## src/hdl/tx_bit_pkg.sv

```systemverilog
// shared widths and descriptor layout; length must stay within the 1024-word buffer
package tx_bit_pkg;

    // queue count fixed by the 2-bit queue index
    localparam int NUM_QUEUES = 4;

    // host descriptor and stream word sizes
    localparam int DESC_W   = 32;
    localparam int STREAM_W = 64;

    // packet buffer depth is 2**BUF_ADDR_W words
    localparam int BUF_ADDR_W = 10;

    // frame length in stream words
    localparam int LEN_W   = 13;
    localparam int LEN_LSB = 0;

    // ack request flag
    localparam int NEED_ACK_BIT = 13;

    // retransmission limit
    localparam int RETRY_LSB = 14;
    localparam int RETRY_W   = 4;

    // bits 19:18 are reserved in the descriptor

    // sequence number, reported back on try-complete
    localparam int SN_LSB = 20;
    localparam int SN_W   = 10;

    // linux priority, in the top two bits
    localparam int PRIO_LSB = 30;
    localparam int PRIO_W   = 2;

    // start strobe width toward the phy
    localparam int START_PULSE_CYCLES = 6;

endpackage

```

## src/hdl/tx_desc_capture.sv

```systemverilog
// queue_sel and desc_in are sampled on the clock after dma_done falls; hold them until then
`timescale 1ns/10ps

module tx_desc_capture (
    input  logic                                clk,
    input  logic                                rstn,
    input  logic                                dma_done,
    input  logic [1:0]                          queue_sel,
    input  logic [tx_bit_pkg::DESC_W-1:0]       desc_in,
    output logic [tx_bit_pkg::NUM_QUEUES-1:0]   queue_push,
    output logic [tx_bit_pkg::DESC_W-1:0]       desc_word
);

    logic dma_done_d;
    logic dma_fall;

    // dma finished once the strobe goes low again
    assign dma_fall = dma_done_d & ~dma_done;

    always_ff @(posedge clk) begin
        if (!rstn) begin
            dma_done_d <= 1'b0;
            queue_push <= '0;
        end else begin
            dma_done_d <= dma_done;
            queue_push <= '0;
            // one-hot push toward the selected queue
            if (dma_fall) begin
                queue_push[queue_sel] <= 1'b1;
            end
        end
    end

    // descriptor travels next to its push bit
    always_ff @(posedge clk) begin
        if (dma_fall) begin
            desc_word <= desc_in;
        end
    end

endmodule

```

## config.mk

```make
export PLATFORM = sky130hd
export DESIGN_NAME = tx_desc_capture
export DESIGN_NICKNAME = d
export VERILOG_FILES = /design/src/hdl/tx_bit_pkg.sv /design/src/hdl/tx_desc_capture.sv
export SDC_FILE = /design/constraint.sdc
export NUM_CORES = 1
export LEC_CHECK = 0
export ABC_AREA = 1
export BUFFER_PORTS_ARGS = -buffer_cell sky130_fd_sc_hd__buf_2
export CELL_PAD_IN_SITES_DETAIL_PLACEMENT = 1
export CELL_PAD_IN_SITES_GLOBAL_PLACEMENT = 1
export CORE_AREA = 2 2 67 69
export CTS_CLUSTER_DIAMETER = 80
export CTS_CLUSTER_SIZE = 28
export DETAILED_ROUTE_END_ITERATION = 12
export DIE_AREA = 0 0 69 71
export PLACE_DENSITY_LB_ADDON = 0.1
export SYNTH_ARGS = -nofsm -noshare
export SYNTH_HDL_FRONTEND = slang
export SYNTH_SLANG_ARGS = --single-unit
```

## constraint.sdc

```tcl
create_clock -name clk -period 2.1 [get_ports clk]
set_input_delay 0.21 -clock clk [delete_from_list [all_inputs] [get_ports clk]]
set_output_delay 0.21 -clock clk [all_outputs]
set_load 0.01 [all_outputs]
```

==> impl_metrics.yaml <==
routing:
  drt-pass1-iter-count: 3
  routed_wl_mm: 2.31
  wl_per_cell_um: 12.4
  detail-route-antenna-nets: 0
  drc: 0
  num_vias: 716
  via_per_inst: 3.85
  drtIter0Drc: 32
clock_tree:
  post_cts_buffers: 0
  cts_tree: "yes"
  cts_buffers: 5
  cts_root_buffer: "clkbuf_8"
  clk_latency_ns: 0.27
  ctsResizeCount: 0
  clock-sinks: 37
  h-tree-depth: 2
  path_clk_slew_ns: 0.07
  postCtsHoldBufs: 0
  ctsLongestPathBuffers: 2
synthesis:
  synthesis.area_um2: 1130
  syn_nets: 90
  synth_xor_xnor_area_share: 0
  synth_top_family_by_area: "simple AND/OR/NAND/NOR gates"
  yosys.area_share.simple: 0.0422
  synthCells: 53
  synth_compound_area_frac: 0
  seq_area_frac_synth: 0.941
  synthMuxAreaShare: 0
  ys_ff_latch: 37
  synthAdderAreaFrac: 0
  yosysWarnings: 0
  synthDistinctLibCells: 7
  syn_avg_cell_area_um2: 21.3
critical_path:
  critPathRequiredTime_ns: 2.06
  critPathLaunchType: "flip-flop"
  reg2reg_slack_ns: 0.73
  worstSetupPathType: "flip-flop to flip-flop"
  r2r-start: "dma_done_d"
  r2r_cells: 3
  crit_path_max_fanout: 21
  rr_endpoint: "desc_word[12]"
  critPathCaptureType: "flip-flop"
  critPathArrivalTime_ns: 1.33
sta:
  slew_headroom: 0.758
  tns_ns: 0
  fmax_mhz: 730
  period_minus_slack_ns: 1.37
  timing.hold.ws_ns: 0.105
  setup_viol: 0
  finalHoldViolCount: 0
  drv_slew: 0
  timing.final.crit_share: 0.652
  clock_skew_ns: 0.00598
  rsz0062_at_grt: "no"
  worst_slew_pin_slew_ns: 0.363
place:
  place_congestion: 0.758
  hpwl_mm: 1.80
  place_area_um2: 1570
  port_buffers: 72
  dp_cells: 178
power:
  leakagePower_nw: 0.720
  ir_drop_mv: 0.308
  power.total_w: 0.00136
  power_density_nw_per_um2: 822
die:
  fp.dieW_um: 69
  die_h_um: 71
  die_area_um2: 4900
  io-pin-count: 73
  rows: 24
  core_um2: 4200
  initial_utilization: 0.268
final_layout:
  fillers: 471
  syn_to_final_growth_pct: 46.4
  drive_gt1_frac: 0.619
  finalNonFillerCells: 186
  postLayoutCellArea_um2: 1650
  n_antenna_cell: 0
  seqCellArea_um2: 1060
  multi_input_area_um2: 55.1
  final_nets: 170
status:
  outcome: "complete, no violations"
global_route:
  grt_use_total: 0.102
  gr-total-overflow: 0
  antenna_found_initial: 0
  grt_pass1_wl_mm: 3.77
  grt_pass1_vias: 773
  grt_max_degree: 22
worst_hold_path:
  holdPathEnd: "desc_word[21]"
  hold_path_depth: 1
  hold_path_startpoint: "desc_in[21]"
  hold_path.class: "input pin to flip-flop"
flow_run:
  max-cap-violations: 0
cells by family after synthesis:
kind of cell,count (synthesis)
flip-flops,37
buffers and inverters,5
AND/OR/NAND/NOR,11
cell usage in the layout (no fill, tap or decap), drive strengths merged:
cell type and instances:
dfxtp 5, inv 5, nand3 1, nand2 5
clkbuf 6, clkinv 2, edfxtp 32, buf 73
nor2 5
Yosys cell counts:
master | n | area (um2)
nor2_1 | 5 | 18.8
inv_1 | 4 | 15.0
dfxtp_1 | 5 | 100
nand3_2 | 1 | 10.0
inv_2 | 1 | 3.75
edfxtp_1 | 32 | 961
nand2_1 | 5 | 18.8
worst max-delay path: stages (launching register included):
cell and delay (ns):
dfxtp_1 0.34, inv_1 0.07, nor2_4 0.30, buf_4 0.35
sequential cells by signal, summed over array words and instances (netlist names):
name,count
desc_word,32
queue_push,4
dma_done_d,1
power by group:
part	switching (W)	internal, W
clock network	0.000225	0.000230
registers	0.00000407	0.000821
logic	0.0000396	0.0000378
per-stage QoR:
step	setup slack (ns)	utilization
2_1_floorplan	0.493	-
5_1_grt	0.606	0.393
3_5_place_dp	0.703	0.373
3_3_place_gp	0.748	0.373
4_1_cts	0.698	0.393
6_report	0.730	0.393
routing by layer:
metal,global-route usage,vias to the layer above,part of all wire
met1,0.103,334,0.38
li1,-,346,-
met4,0.0458,0,0.0074
met3,0.0527,2,0.078
met5,0,-,0
met2,0.177,34,0.54
cell type report:
class / instances / area share
well taps: 52 / 0.0394
repair buffers: 73 / 0.223
inverters: 5 / 0.0114
clock inverters: 2 / 0.00607
multi-input cells: 11 / 0.0334
clock buffers: 6 / 0.0440
flip-flops and latches: 37 / 0.643
worst max-delay path by stage:
stage                     from             to  slack, ns  cells after the start
CTS                 dma_done_d   desc_word[3]       0.70                      3
detailed placement  dma_done_d   desc_word[3]       0.70                      3
finish              dma_done_d  desc_word[12]       0.73                      3
global route        dma_done_d  desc_word[18]       0.61                      3
floorplan           dma_done_d   desc_word[0]       0.49                      2
global placement    dma_done_d   desc_word[3]       0.75                      3
(Power assumes the default switching activity.)
