<file path="src/hdl/tx_bit_pkg.sv">
// shared widths and descriptor layout; length must stay within the 1024-word buffer
package tx_bit_pkg;

    // queue count fixed by the 2-bit queue index
    localparam int NUM_QUEUES = 4;

    // host descriptor and stream word sizes
    localparam int DESC_W   = 32;
    localparam int STREAM_W = 64;

    // packet buffer depth is 2**BUF_ADDR_W words
    localparam int BUF_ADDR_W = 10;

    // frame length in stream words
    localparam int LEN_W   = 13;
    localparam int LEN_LSB = 0;

    // ack request flag
    localparam int NEED_ACK_BIT = 13;

    // retransmission limit
    localparam int RETRY_LSB = 14;
    localparam int RETRY_W   = 4;

    // bits 19:18 are reserved in the descriptor

    // sequence number, reported back on try-complete
    localparam int SN_LSB = 20;
    localparam int SN_W   = 10;

    // linux priority, in the top two bits
    localparam int PRIO_LSB = 30;
    localparam int PRIO_W   = 2;

    // start strobe width toward the phy
    localparam int START_PULSE_CYCLES = 6;

endpackage

</file>
<file path="src/hdl/tx_desc_queue.sv">
// QUEUE_DEPTH must be a power of two; push when full and pop when empty are dropped silently
`timescale 1ns/10ps

module tx_desc_queue #(
    parameter int QUEUE_DEPTH = 64
) (
    input  logic                            clk,
    input  logic                            rstn,
    input  logic                            push,
    input  logic [tx_bit_pkg::DESC_W-1:0]   push_data,
    input  logic                            pop,
    output logic [tx_bit_pkg::DESC_W-1:0]   rd_data,
    output logic                            empty,
    output logic                            full,
    output logic [$clog2(QUEUE_DEPTH):0]    count
);

    localparam int PTR_W = $clog2(QUEUE_DEPTH);

    logic [tx_bit_pkg::DESC_W-1:0] mem [QUEUE_DEPTH];
    logic [PTR_W-1:0]              wr_ptr;
    logic [PTR_W-1:0]              rd_ptr;
    logic                          do_push;
    logic                          do_pop;

    // flags straight from the occupancy count
    assign empty = (count == '0);
    assign full  = (count == (PTR_W + 1)'(QUEUE_DEPTH));

    // overflow and underflow requests have no effect
    assign do_push = push & ~full;
    assign do_pop  = pop & ~empty;

    // storage array
    always_ff @(posedge clk) begin
        if (do_push) begin
            mem[wr_ptr] <= push_data;
        end
    end

    // registered read, word shows up the cycle after the pop
    always_ff @(posedge clk) begin
        if (do_pop) begin
            rd_data <= mem[rd_ptr];
        end
    end

    // pointers wrap on their own width
    always_ff @(posedge clk) begin
        if (!rstn) begin
            wr_ptr <= '0;
            rd_ptr <= '0;
        end else begin
            if (do_push) begin
                wr_ptr <= wr_ptr + 1'b1;
            end
            if (do_pop) begin
                rd_ptr <= rd_ptr + 1'b1;
            end
        end
    end

    // occupancy, unchanged on simultaneous push and pop
    always_ff @(posedge clk) begin
        if (!rstn) begin
            count <= '0;
        end else begin
            case ({do_push, do_pop})
                2'b10:   count <= count + 1'b1;
                2'b01:   count <= count - 1'b1;
                default: count <= count;
            endcase
        end
    end

endmodule

</file>
<file path="config.mk">
export PLATFORM = sky130hd
export DESIGN_NAME = tx_desc_queue
export DESIGN_NICKNAME = d
export VERILOG_FILES = /design/src/hdl/tx_bit_pkg.sv /design/src/hdl/tx_desc_queue.sv
export SDC_FILE = /design/constraint.sdc
export NUM_CORES = 2
export LEC_CHECK = 0
export ABC_AREA = 1
export BUFFER_PORTS_ARGS = -buffer_cell sky130_fd_sc_hd__buf_2
export CORE_MARGIN = 4
export CORE_UTILIZATION = 45
export CTS_CLUSTER_SIZE = 14
export DETAILED_ROUTE_END_ITERATION = 16
export HOLD_SLACK_MARGIN = 0.12
export PLACE_DENSITY = 0.67
export SLEW_MARGIN = 10
export SYNTH_ARGS = -nofsm -noshare
export SYNTH_HDL_FRONTEND = slang
export SYNTH_SLANG_ARGS = --single-unit
</file>
<file path="constraint.sdc">
create_clock -name clk -period 5 [get_ports clk]
set_input_delay 0.25 -clock clk [delete_from_list [all_inputs] [get_ports clk]]
set_output_delay 0.25 -clock clk [all_outputs]
set_load 0.01 [all_outputs]
</file>
==> reports/qor.json <==
{
  "postCtsResizedCells": 0,
  "drc": 0,
  "startpoint_of_the_worst_register_to_register_path": "count[1]$_SDFFE_PN0P_",
  "core.rowCount": 160,
  "fmax_ghz": 0.221,
  "clock_tree.root_cell": "sky130_fd_sc_hd__clkbuf_16",
  "syn_area_per_cell_um2": 11.2,
  "worst_path_largest_cell_delay_ns": 1.09,
  "period_share": 0.904,
  "arrival_ns": 5.03,
  "drt_iter0_markers": 7256,
  "detailed_routing_iterations_pass_1": 6,
  "postCtsHoldBufs": 25,
  "yosysTopAreaCell": "sky130_fd_sc_hd__edfxtp_1",
  "regToRegSetupSlack_ns": 0.48,
  "worstPathCellList": "inv_1 > nand3_1 > nor3_1 > nor2_1 > nand3_1 > nor2_4 > buf_4",
  "netlist.area_leader.share": 0.726,
  "timing.critical_path.required_ns": 5.50,
  "die_height_um": 445,
  "timing.hold.worst.start": "push_data[11]",
  "dieArea_um2": 198000,
  "yosysWarningCount": 0,
  "synth.most_common_cell": "sky130_fd_sc_hd__nand2_1",
  "slew-limit-headroom": 0.155,
  "core-area_um2": 190000,
  "synth.area.top_cells": "sky130_fd_sc_hd__edfxtp_1 73%, sky130_fd_sc_hd__nand2_1 11%, sky130_fd_sc_hd__nand3_1 5.0%, sky130_fd_sc_hd__nor2_1 3.8%, sky130_fd_sc_hd__o21ai_0 1.8%",
  "path_buf_inv": 2,
  "timing.critical_path.from": "count[1]$_SDFFE_PN0P_",
  "hold-path-cell-count": 2,
  "crit_slowest_cell": "sky130_fd_sc_hd__nand3_1",
  "worstRegToRegCells": 7,
  "dominantRegCellSynth": "sky130_fd_sc_hd__edfxtp_1",
  "vias": 57500,
  "placement.io_buffers": 76,
  "async_flop_share": 0,
  "finClkSkew_ns": 0.0335,
  "finalNetCount": 7806,
  "first_global_vias": 55000,
  "syn_nets": 7761,
  "status": "completed",
  "gp_congestion": 0.860,
  "critical_path.top_delay_family": "simple AND/OR/NAND/NOR gates",
  "detail_route.wl_per_cell_um": 22.8,
  "setup-tns-final_ns": 0,
  "finalPower_uw": 43500,
  "timing.hold.worst.class": "in2reg",
  "area_growth_pct": 12.1,
  "fp.dieW_um": 445,
  "antenna_found_initial": 6,
  "utilization": 0.507,
  "post_synth_num_cell_types": 27,
  "cts_tree": "yes",
  "grt_max_degree": 184,
  "min_period_ns": 4.52,
  "ant_nets": 0,
  "synthCells": 7716,
  "clock_latency_ns": 0.84,
  "timing.final.setup_violations": 0,
  "numCtsBuffers": 204,
  "cts-htree-levels": 4,
  "dp_hpwl_mm": 127,
  "postCtsSetupRepairBufs": 0,
  "synth-seq-area-share": 0.730,
  "cell_occurring_most_often_along_the_worst_timing_path": "sky130_fd_sc_hd__nand3_1",
  "netlist_area_um2": 86000,
  "initial_utilization": 0.452,
  "clkSinkCount": 2099,
  "crit_path_max_fanout": 17,
  "vdd.ir_drop.worst_v": 0.000442,
  "grt_pass1_wl_mm": 353,
  "vias_per_cell": 5.51,
  "synth_enable_flop_cells": 2080,
  "gr-total-overflow": 0,
  "power_density_nw_per_um2": 451,
  "regToRegEndpoint": "mem[22][8]$_DFFE_PP_",
  "ratio_of_cells_with_drive_above_1_in_the_final_layout": 0.0786,
  "max_cap_viols": 0,
  "maxSlewViolCount": 0,
  "path_class": "reg2reg",
  "clockBufferDepth": 3,
  "final_hold_viol_count": 0,
  "flop_and_latch_count_out_of_synthesis": 2099,
  "endpoint_kind": "flip-flop",
  "post_synth_most_frequent_cells": "2579 x sky130_fd_sc_hd__nand2_1, 2080 x sky130_fd_sc_hd__edfxtp_1, 878 x sky130_fd_sc_hd__nor2_1, 861 x sky130_fd_sc_hd__nand3_1, 345 x sky130_fd_sc_hd__inv_1",
  "unrepaired_setup_endpoints_after_global_routing": "false",
  "timing_worst_slew_pin_value_ns": 1.27,
  "grt_util_all_layers": 0.237,
  "cts.clk_slew.worst_paths_ns": 0.06,
  "cp-start-kind": "flip-flop",
  "min_delay_worst_endpoint": "mem[21][11]$_DFFE_PP_",
  "leakage_uw": 0.0359,
  "pin_count": 77,
  "routed_wl_mm": 238
}
[worst reg2reg max path, delay by kind of cell, from the launching register on]
| kind | cells | cell delay [ns] |
|---|---|---|
| AND/OR/NAND/NOR | 5 | 3.29 |
| buffers and inverters | 2 | 0.53 |
| flip-flops | 1 | 0.37 |
[power breakdown]
group | switching, uW | internal [uW]
Clock | 6490 | 8310
Combinational | 6300 | 2410
Sequential | 296 | 19700
Total | 13100 | 30400
[state kept, by name, summed over array words and instances (netlist names)]
name     count
wr_ptr       6
rd_ptr       6
mem       2048
rd_data     32
count        7
[stage by stage]
step	cells	hold slack [ns]	worst slack, ns	cell area, um^2
after floorplan	7716	0.349	1.03	86000
after global placement	10000	0.517	0.715	89800
after detailed placement	10000	0.517	0.620	89800
after CTS	10400	0.123	0.588	96400
after global routing	10400	0.178	0.293	96400
final	10400	0.163	0.478	96400
[cell families (layout without fill, tap and decap cells)]
logic type / Yosys count / in the layout / share of synthesized area
buffers and inverters: 785 / 991 / 0.0373
other: 0 / 3 / 0
DFF: 2099 / 2099 / 0.730
and+or+nand+nor: 4354 / 4354 / 0.203
adders and majority gates: 9 / 9 / 0.00140
AOI/OAI and AO/OA: 464 / 464 / 0.0271
xor gates and xnor gates: 5 / 5 / 0.000509
[worst max path at each step]
stage,endpoint,slack (ns),cells after the start
after CTS,mem[22][11]$_DFFE_PP_,0.59,7
final,mem[22][8]$_DFFE_PP_,0.48,7
after floorplan,mem[63][0]$_DFFE_PP_,1.03,7
after global placement,mem[22][26]$_DFFE_PP_,0.72,7
after global routing,mem[30][15]$_DFFE_PP_,0.29,7
after detailed placement,mem[22][26]$_DFFE_PP_,0.62,7
[routing by layer]
layer | routed length [um] | share of wire | GRT usage | vias to the layer above
met1 | 96600 | 0.41 | 0.328 | 28000
met5 | 9 | 0.000038 | 0 | -
li1 | - | - | - | 26200
met4 | 9390 | 0.039 | 0.0904 | 2
met3 | 21500 | 0.090 | 0.0385 | 467
met2 | 111000 | 0.46 | 0.378 | 2866
[cell usage in the layout, fill, tap and decap left out, drive strengths merged]
cell type    count
dfxtp           19
inv            354
dlygate4sd3     29
ha               8
edfxtp        2080
a21o             1
xor2             4
nand3          861
o211ai           2
bufinv          13
clkinv          88
nand2         2579
nor3             5
buf            245
o21ai          314
a31oi            1
fa               1
xnor2            1
clkinvlp         5
nor2           879
nand4            6
clkbuf         257
diode            3
a21oi          146
or2             24
[final cells by class]
| type | instances | area (um^2) |
|---|---|---|
| diodes | 3 | 7.51 |
| fillers | 16300 | 93700 |
| inverters | 350 | 1350 |
| multi-input cells | 4832 | 20500 |
| flip-flops and latches | 2099 | 62900 |
| repair buffers | 274 | 2290 |
| well taps | 2511 | 3140 |
| clock buffers | 257 | 5430 |
| clock inverters | 110 | 886 |
No activity file was read; power rests on OpenSTA's default activity.
