===== config.mk =====
export PLATFORM = sky130hd
export DESIGN_NAME = tx_sched_fill
export DESIGN_NICKNAME = d
export VERILOG_FILES = /design/src/hdl/tx_bit_pkg.sv /design/src/hdl/tx_sched_fill.sv
export SDC_FILE = /design/constraint.sdc
export NUM_CORES = 1
export LEC_CHECK = 0
export ABC_CLOCK_PERIOD_IN_PS = 2150
export BUFFER_PORTS_ARGS = -buffer_cell sky130_fd_sc_hd__buf_2
export CORE_ASPECT_RATIO = 0.75
export CORE_MARGIN = 8
export CORE_UTILIZATION = 35
export CTS_BUF_LIST = sky130_fd_sc_hd__clkbuf_4 sky130_fd_sc_hd__clkbuf_8
export CTS_CLUSTER_DIAMETER = 200
export CTS_CLUSTER_SIZE = 14
export DETAILED_ROUTE_END_ITERATION = 7
export HOLD_SLACK_MARGIN = 0.05
export MAX_ROUTING_LAYER = met4
export PLACE_DENSITY = 0.69
export REMOVE_ABC_BUFFERS = 1
export SYNTH_ARGS = -nofsm -noshare
export SYNTH_HDL_FRONTEND = slang
export SYNTH_SLANG_ARGS = --single-unit

===== constraint.sdc =====
create_clock -name clk -period 2.15 [get_ports clk]
set_input_delay 0.43 -clock clk [delete_from_list [all_inputs] [get_ports clk]]
set_output_delay 0.43 -clock clk [all_outputs]
set_load 0.03 [all_outputs]

===== src/hdl/tx_bit_pkg.sv =====
// shared widths and descriptor layout; length must stay within the 1024-word buffer
package tx_bit_pkg;

    // queue count fixed by the 2-bit queue index
    localparam int NUM_QUEUES = 4;

    // host descriptor and stream word sizes
    localparam int DESC_W   = 32;
    localparam int STREAM_W = 64;

    // packet buffer depth is 2**BUF_ADDR_W words
    localparam int BUF_ADDR_W = 10;

    // frame length in stream words
    localparam int LEN_W   = 13;
    localparam int LEN_LSB = 0;

    // ack request flag
    localparam int NEED_ACK_BIT = 13;

    // retransmission limit
    localparam int RETRY_LSB = 14;
    localparam int RETRY_W   = 4;

    // bits 19:18 are reserved in the descriptor

    // sequence number, reported back on try-complete
    localparam int SN_LSB = 20;
    localparam int SN_W   = 10;

    // linux priority, in the top two bits
    localparam int PRIO_LSB = 30;
    localparam int PRIO_W   = 2;

    // start strobe width toward the phy
    localparam int START_PULSE_CYCLES = 6;

endpackage


===== src/hdl/tx_sched_fill.sv =====
// frame length must be 1 to 1024 words; a stalled stream holds fill forever, no timeout here
`timescale 1ns/10ps

module tx_sched_fill (
    input  logic                                clk,
    input  logic                                rstn,
    input  logic [tx_bit_pkg::NUM_QUEUES-1:0]   tx_allowed,
    input  logic [tx_bit_pkg::NUM_QUEUES-1:0]   queue_empty,
    input  logic [tx_bit_pkg::DESC_W-1:0]       queue_rd_data [tx_bit_pkg::NUM_QUEUES],
    input  logic                                tx_busy,
    input  logic                                tx_end,
    input  logic [tx_bit_pkg::STREAM_W-1:0]     stream_data,
    input  logic                                emptyn,
    input  logic                                auto_start_mode,
    input  logic [tx_bit_pkg::BUF_ADDR_W-1:0]   num_dma_symbol_th,
    input  logic                                tx_try_complete,
    output logic [tx_bit_pkg::NUM_QUEUES-1:0]   queue_pop,
    output logic                                ask_data,
    output logic                                wr_en,
    output logic [tx_bit_pkg::BUF_ADDR_W-1:0]   wr_addr,
    output logic [tx_bit_pkg::STREAM_W-1:0]     wr_data,
    output logic                                start,
    output logic [1:0]                          tx_queue_idx,
    output logic                                tx_pkt_need_ack,
    output logic [tx_bit_pkg::RETRY_W-1:0]      tx_pkt_retrans_limit,
    output logic [tx_bit_pkg::SN_W-1:0]         tx_pkt_sn,
    output logic [tx_bit_pkg::PRIO_W-1:0]       linux_prio
);

    localparam logic [1:0] ST_IDLE  = 2'd0;
    localparam logic [1:0] ST_FETCH = 2'd1;
    localparam logic [1:0] ST_FILL  = 2'd2;

    logic [1:0]                                 state;
    logic [tx_bit_pkg::DESC_W-1:0]              cur_desc;
    logic [tx_bit_pkg::LEN_W-1:0]               cur_len;
    logic [tx_bit_pkg::LEN_W-1:0]               wr_cnt;
    logic [tx_bit_pkg::NUM_QUEUES-1:0]          ready;
    logic                                       grant_valid;
    logic [1:0]                                 grant_idx;
    logic [tx_bit_pkg::NUM_QUEUES-1:0]          grant_onehot;
    logic                                       accept;
    logic                                       th_hit;
    logic [tx_bit_pkg::START_PULSE_CYCLES-1:0]  start_sr;

    // a queue competes only if allowed, non-empty and the phy is free
    assign ready = tx_allowed & ~queue_empty & {tx_bit_pkg::NUM_QUEUES{~tx_busy}};

    // fixed priority, queue 0 wins
    always_comb begin
        grant_valid  = |ready;
        grant_idx    = '0;
        grant_onehot = '0;
        for (int i = tx_bit_pkg::NUM_QUEUES - 1; i >= 0; i--) begin
            if (ready[i]) begin
                grant_idx = 2'(i);
            end
        end
        if (grant_valid) begin
            grant_onehot[grant_idx] = 1'b1;
        end
    end

    // pop in idle so the queue word is valid during fetch
    assign queue_pop = (state == ST_IDLE) ? grant_onehot : '0;

    // descriptor fields of the frame in flight
    assign cur_len              = cur_desc[tx_bit_pkg::LEN_LSB +: tx_bit_pkg::LEN_W];
    assign tx_pkt_need_ack      = cur_desc[tx_bit_pkg::NEED_ACK_BIT];
    assign tx_pkt_retrans_limit = cur_desc[tx_bit_pkg::RETRY_LSB +: tx_bit_pkg::RETRY_W];

    // stream handshake
    assign accept = ask_data & emptyn;

    // threshold seen on the buffer write port
    assign th_hit = wr_en & (wr_addr == num_dma_symbol_th);

    // pulse only leaves in auto-start mode
    assign start = auto_start_mode & (|start_sr);

    // fetch and fill FSM
    always_ff @(posedge clk) begin
        if (!rstn) begin
            state        <= ST_IDLE;
            ask_data     <= 1'b0;
            wr_en        <= 1'b0;
            wr_cnt       <= '0;
            tx_queue_idx <= '0;
            cur_desc     <= '0;
        end else begin
            wr_en <= 1'b0;
            case (state)
                ST_IDLE: begin
                    wr_cnt <= '0;
                    if (grant_valid) begin
                        tx_queue_idx <= grant_idx;
                        state        <= ST_FETCH;
                    end
                end
                ST_FETCH: begin
                    // popped word arrived this cycle
                    cur_desc <= queue_rd_data[tx_queue_idx];
                    ask_data <= 1'b1;
                    state    <= ST_FILL;
                end
                ST_FILL: begin
                    wr_en <= accept;
                    if (accept) begin
                        wr_cnt <= wr_cnt + 1'b1;
                        // last word of the frame taken
                        if (wr_cnt == cur_len - 1'b1) begin
                            ask_data <= 1'b0;
                        end
                    end
                    // phy done with the buffer
                    if (tx_end) begin
                        ask_data <= 1'b0;
                        state    <= ST_IDLE;
                    end
                end
                default: begin
                    state <= ST_IDLE;
                end
            endcase
        end
    end

    // write port, one cycle behind the accepted word
    always_ff @(posedge clk) begin
        wr_addr <= wr_cnt[tx_bit_pkg::BUF_ADDR_W-1:0];
        wr_data <= stream_data;
    end

    // start shift register and try-complete status
    always_ff @(posedge clk) begin
        if (!rstn) begin
            start_sr   <= '0;
            tx_pkt_sn  <= '0;
            linux_prio <= '0;
        end else begin
            start_sr <= {start_sr[tx_bit_pkg::START_PULSE_CYCLES-2:0], th_hit};
            if (tx_try_complete) begin
                tx_pkt_sn  <= cur_desc[tx_bit_pkg::SN_LSB +: tx_bit_pkg::SN_W];
                linux_prio <= cur_desc[tx_bit_pkg::PRIO_LSB +: tx_bit_pkg::PRIO_W];
            end
        end
    end

endmodule


==> results.cfg, run 1 <==
[run_status]
outcome = completed

[synth]
summed_instance_area_of_the_synthesized_netlist_sq_um = 5301
synth.yosys.seq_area_share_pct = 53.25
synthFlopType = dfxtp_1
yosys_register_bits = 141
synth.distinct_cells = 49
count_of_flip_flops_with_a_built_in_enable_after_synthesis = 0
yosys_warnings = 0
post_synth.cell_area_avg_sq_um = 10.91
synthesis.instances = 486
share_of_flip_flops_with_an_asynchronous_set_or_reset_after_synthesis_pct = 0

[final_layout]
final_cell_mix = buf_2, dfxtp_1, nand2_1, nor2_1, a21oi_1
share_of_the_core_filled_with_cells_in_the_final_layout_pct = 51.17
fillers = 1441
syn_to_final_growth_pct = 45.08
finish.instance_area_sq_um = 7691
drive_gt1_share_pct = 49.27
final_nets = 1032
mostFrequentLayoutCell = buf_2
layout.cells.non_filler = 1033

[sta]
final-hold-violation-count = 0
timing.fmax_mhz = 470.8
fin_crit_sh_pct = 98.79
slew_headroom_pct = 22.78
timing.final.crit_period_ns = 2.124
rsz0062_at_grt = true
tightestPinTransition_ns = 1.146
finalSetupViolations = 0
skew_final_ns = 0.01255
maxSlewViolCount = 0

[power]
power.static_leakage_nw = 3.487
report.power.total_w = 0.005965
power.ir.vdd_worst_uv = 405.8
powerDensity_nw_per_um2 = 775.5

[clocking]
tritoncts_num_sinks = 141
h_tree_levels = 4
cts_buffers = 17
insertion_delay_ns = 0.43
post-cts-setup-buffer-count = 0
clkTransAtPathRegs_ns = 0.09
cts_root_buf = clkbuf_8
tritoncts = built
clock_path_buffers = 2

[worst_setup_path]
reg2reg_setup_slack_ns = 0.09
critPathArrivalTime_ns = 1.69
cpMaxStageDelayCell = or4_4
timing.critical_path.required_ns = 1.72
timing.rr.start = cur_desc[1]
start_kind = flop
path_cells = or4_4 > o31a_1 > buf_6
endpoint_kind = output port
rr_endpoint = ask_data
count_of_cells_along_the_worst_register_to_register_path = 8
critical_path_peak_fanout = 2
path_class = reg -> out
cpPeakStageDelay_ns = 0.53

[floorplan]
dieHeight_microns = 122.6
placeable_core_area_sq_um = 15030
fp-row-count = 39
start_util_pct = 35.27
dieWidth_microns = 158.1
die_ar_sq_um = 19380
num_io_pins = 317

[drt]
totalWireLength_mm = 17.08
avgRoutedWirePerCell_microns = 16.53
drc_violations = 0
via_per_inst = 4.594
drt_pass1_iterations = 6
drtAntennaViolNets = 0
drt_iter0_markers = 203
num_vias = 4746

[global_route]
grt_usage_pct = 17.01
grt_pass1_wl_mm = 24.70
grt_start_max_net_pins = 49
grt.overflow.total = 0
via_count_of_the_first_global_routing_pass = 4747
antenna_violations_before_repair = 2

[flow_run]
timing.max_cap.violations = 0

[placement]
instance_count_after_placement_with_tap_cells_included = 988
gp_congestion = 0.8291
port-buffer-count = 308
post_dp_cell_area_sq_um = 7124
dp.final_hpwl_mm = 13.49

[min_path]
holdPathStages = 1
worst_hold_startpoint = stream_data[22]
hold_path.class = in -> reg
hold_end = wr_data[22]
power breakdown:
group          switching (W)  internal [W]  total, W
Clock                0.00111       0.00111   0.00222
Combinational       0.000502      0.000454  0.000956
Sequential         0.0000671       0.00272   0.00279
state kept, by name, summed over array words and instances (netlist names):
register,count
state,2
cur_desc,30
wr_data,64
tx_pkt_sn,10
ask_data,1
wr_addr,10
wr_en,1
wr_cnt,13
linux_prio,2
start_sr,6
tx_queue_idx,2
worst max-delay path by stage:
stage,cells past startpoint,slack [ns],from,to
2_1_floorplan,3,-0.38,tx_queue_idx[0],cur_desc[0]
3_3_place_gp,8,0.11,cur_desc[1],ask_data
3_5_place_dp,8,0.10,cur_desc[1],ask_data
4_1_cts,3,-0.01,start_sr[1],start
5_1_grt,3,-0.05,start_sr[1],start
6_report,3,0.03,start_sr[1],start
cells by family (layout without fill, tap and decap cells):
family                     after synthesis  after routing  share of synthesized area, %
and+or+nand+nor                        168            168                         15.10
DFF                                    141            141                         53.25
AOI/OAI and AO/OA                       61             61                         6.915
muxes                                   44             44                         15.41
xor gates and xnor gates                36             36                         5.948
buffers and inverters                   34            374                         2.903
adders and majority gates                2              2                        0.4720
other                                    0              2                             0
metal layers:
| layer | GRT usage, % | vias up | part of all wire [%] |
|---|---|---|---|
| met3 | 6.087 | 15 | 9.0 |
| met5 | - | - | 0 |
| li1 | - | 2337 | - |
| met4 | 5.288 | 0 | 1.2 |
| met1 | 19.72 | 2193 | 42 |
| met2 | 27.27 | 201 | 48 |
final cells by class:
cell class	count	area [sq um]	share of cell area [%]
Clock buffer	18	247.7	3.221
Sequential cell	141	2829	36.78
Antenna cell	2	5.005	0.06507
Timing Repair Buffer	336	1810	23.54
Multi-Input combinational cell	311	2349	30.54
Inverter	6	22.52	0.2928
Tap cell	205	256.5	3.335
Clock inverter	14	171.4	2.229
synthesized netlist by cell type, types with 4 or more instances:
cell type  count  share of area, %
clkbuf_1      16               1.1
mux2i_1       13               2.5
o21ai_0        6              0.57
nand2b_1       7              0.83
a21oi_1       35               3.3
dfxtp_1      141                53
nor2b_1        4              0.47
buf_4          4              0.57
nor4_1         4              0.47
inv_1          6              0.42
nand3_1        6              0.57
xor2_1        19               3.1
nor2_1        43               3.0
mux4_2        30                13
xnor2_1       17               2.8
nand2_1       76               5.4
buf_1          4              0.28
and2_1         6              0.71
metrics by stage:
| step | worst slack, ns | hold slack [ns] | TNS, ns |
|---|---|---|---|
| 4_1_cts | -0.01060 | 0.05249 | -0.01060 |
| 3_3_place_gp | 0.1133 | 0.4270 | 0 |
| 3_5_place_dp | 0.1039 | 0.4294 | 0 |
| 6_report | 0.02602 | 0.09533 | 0 |
| 2_1_floorplan | -0.3805 | 0.3796 | -11.41 |
| 5_1_grt | -0.05157 | 0.05025 | -0.05236 |
timing repair:
item | in CTS | in global routing
setup endpoints to repair | 3 | 4
endpoints found under the hold margin | 0 | 11
resized for setup | 3 | 9
gates cloned | 0 | 0
hold buffers | 0 | 11
worst max-delay path: cells and delay by family, from the launching register on:
kind	cells	cell delay, ns
flip-flops	1	0.34
AND/OR/NAND/NOR	1	0.53
buffers and inverters	1	0.14
AO/OA/AOI/OAI	1	0.26
Note: power is estimated with default switching activity, not from simulation.
==> run 2: changes to the inputs <==
- ABC_CLOCK_PERIOD_IN_PS: 2150 -> 2170
- PLACE_DENSITY: 0.69 -> 0.67
- clock period: 2.15 -> 2.17 ns (I/O delays scaled with it)
==> run 2 against run 1 <==
Compared with the run above:
- non-clock buffer count up 6
- die area stayed put
- setup slack gained 0.026 ns
- core utilization rose by 0.15 points
- total power decreased by 4.6%
- via count grew 0.40%
- clock power decreased by 11%
- sequential share of layout area decreased by 0.16 points
- combinational power grew 0.7%
- first-iteration DRC count up 6.4%
- clock skew decreased by 0.0062 ns
- global-route usage grew 0.48 points
- critical path type unchanged
==> results.cfg, run 2 (synthesis results as in run 1) <==
[run_status]
outcome = completed

[drt]
drc_violations = 0
avgRoutedWirePerCell_microns = 16.44
num_vias = 4765
drtAntennaViolNets = 0
totalWireLength_mm = 17.05
drt_pass1_iterations = 4
via_per_inst = 4.595
drt_iter0_markers = 216

[global_route]
global_routing_met3_resource_utilization_pct = 5.630
antenna_violations_before_repair = 0
grt-busiest-layer = met2
via_count_of_the_first_global_routing_pass = 4914
grt_start_max_net_pins = 49
gr_met2_demand_resource_pct = 28.88
global_route.usage.met1_pct = 20.06
grt_usage_pct = 17.49
grt.overflow.total = 0
grt_pass1_wl_mm = 25.39

[floorplan]
die_ar_sq_um = 19380
placeable_core_area_sq_um = 15030
fp-row-count = 39
dieHeight_microns = 122.6
dieWidth_microns = 158.1
start_util_pct = 35.27
num_io_pins = 317

[final_layout]
drive_gt1_share_pct = 48.08
fillers = 1416
top_regs = wr_data: 64 flops, cur_desc: 30 flops, wr_cnt: 13 flops
syn_to_final_growth_pct = 45.50
final_nets = 1038
largest_register_ff_count = 64
top_register = wr_data
final_cell_mix = buf_2, dfxtp_1, nand2_1, nor2_1, a21oi_1
finish.instance_area_sq_um = 7714
antenna_cells_inserted = 0
mostFrequentLayoutCell = buf_2

[sta]
tightestPinTransition_ns = 1.144
timing.fmax_mhz = 472.2
timing.final.crit_period_ns = 2.118
slew_headroom_pct = 22.92
finalSetupViolations = 0
final-hold-violation-count = 0
skew_final_ns = 0.006343
fin_crit_sh_pct = 97.59
rsz0062_at_grt = true
maxSlewViolCount = 0

[worst_setup_path]
endpoint_kind = output port
timing.critical_path.required_ns = 1.74
critPathArrivalTime_ns = 1.68
critical_path_peak_fanout = 2
path_class = reg -> out
start_kind = flop

[placement]
dp.final_hpwl_mm = 13.39
port-buffer-count = 308
gp_congestion = 0.7912
post_dp_cell_area_sq_um = 7114

[power]
report.power.total_w = 0.005690
power.ir.vdd_worst_uv = 324.5
power.static_leakage_nw = 3.496
powerDensity_nw_per_um2 = 737.7

[clocking]
clock_path_buffers = 2
h_tree_levels = 4
tritoncts_num_sinks = 141
clkTransAtPathRegs_ns = 0.09
cts_root_buf = clkbuf_8
cts_buffers = 17
tritoncts = built
post-cts-setup-buffer-count = 0
insertion_delay_ns = 0.44

[min_path]
hold_path.class = in -> reg

[flow_run]
timing.max_cap.violations = 0
==> run 2: changes by cell type in the layout (fill, tap and decap cells not counted), sizes merged <==
cell         before  now
buf             325  322
bufinv            2    0
clkinv            3    4
diode             2    0
dlygate4sd3      11   20
inv              13   14
==> run 2: cell type report <==
class / count / area, sq um / area share, %
Tap cell: 205 / 256.5 / 3.325
Clock inverter: 14 / 123.9 / 1.606
Inverter: 6 / 22.52 / 0.2920
Sequential cell: 141 / 2825 / 36.63
Timing Repair Buffer: 342 / 1891 / 24.51
Clock buffer: 18 / 247.7 / 3.212
Multi-Input combinational cell: 311 / 2347 / 30.43
==> run 2: through the flow <==
stage	worst slack, ns	hold WS, ns	TNS, ns	utilization [%]	cells
4_1_cts	0.0001319	0.05004	0	50.62	1029
5_1_grt	-0.01717	0.04832	-0.01717	51.32	1037
3_5_place_dp	0.06063	0.4319	0	47.34	985
2_1_floorplan	-0.3605	0.3796	-10.81	-	458
3_3_place_gp	0.1219	0.4254	0	47.34	985
6_report	0.05231	0.09009	0	51.32	1037
==> run 2: path summary, 6_finish.rpt <==
check | slack [ns] | cells past startpoint | from | to
worst max-delay path | 0.05 | 3 | start_sr[1] | start
worst min-delay path | 0.09 | 1 | stream_data[38] | wr_data[38]
worst max register to register | 0.14 | 8 | cur_desc[1] | ask_data
worst min register to register | 0.44 | 0 | wr_cnt[4] | wr_addr[4]
==> run 2: where the power goes <==
part,internal (W),switching [W]
clock network,0.000866,0.00111
registers,0.00269,0.0000588
logic,0.000459,0.000504
==> run 2: what timing repair did <==
item | CTS | global route
pin swaps | 0 | 1
gates resized for setup | 1 | 8
setup endpoints to repair | 1 | 4
hold buffers | 12 | 8
hold endpoints to repair | 12 | 8
==> run 2: routing by layer <==
metal | part of all wire, % | wire [microns]
met1 | 42 | 7166
met2 | 48 | 8256
met3 | 8.3 | 1418
met4 | 1.2 | 204
met5 | 0 | 0
==> run 2: worst max-delay path, cell delays in order (launching register included) <==
cell     delay [ns]
dfxtp_1        0.31
or4_1          0.53
o31a_1         0.26
buf_6          0.14
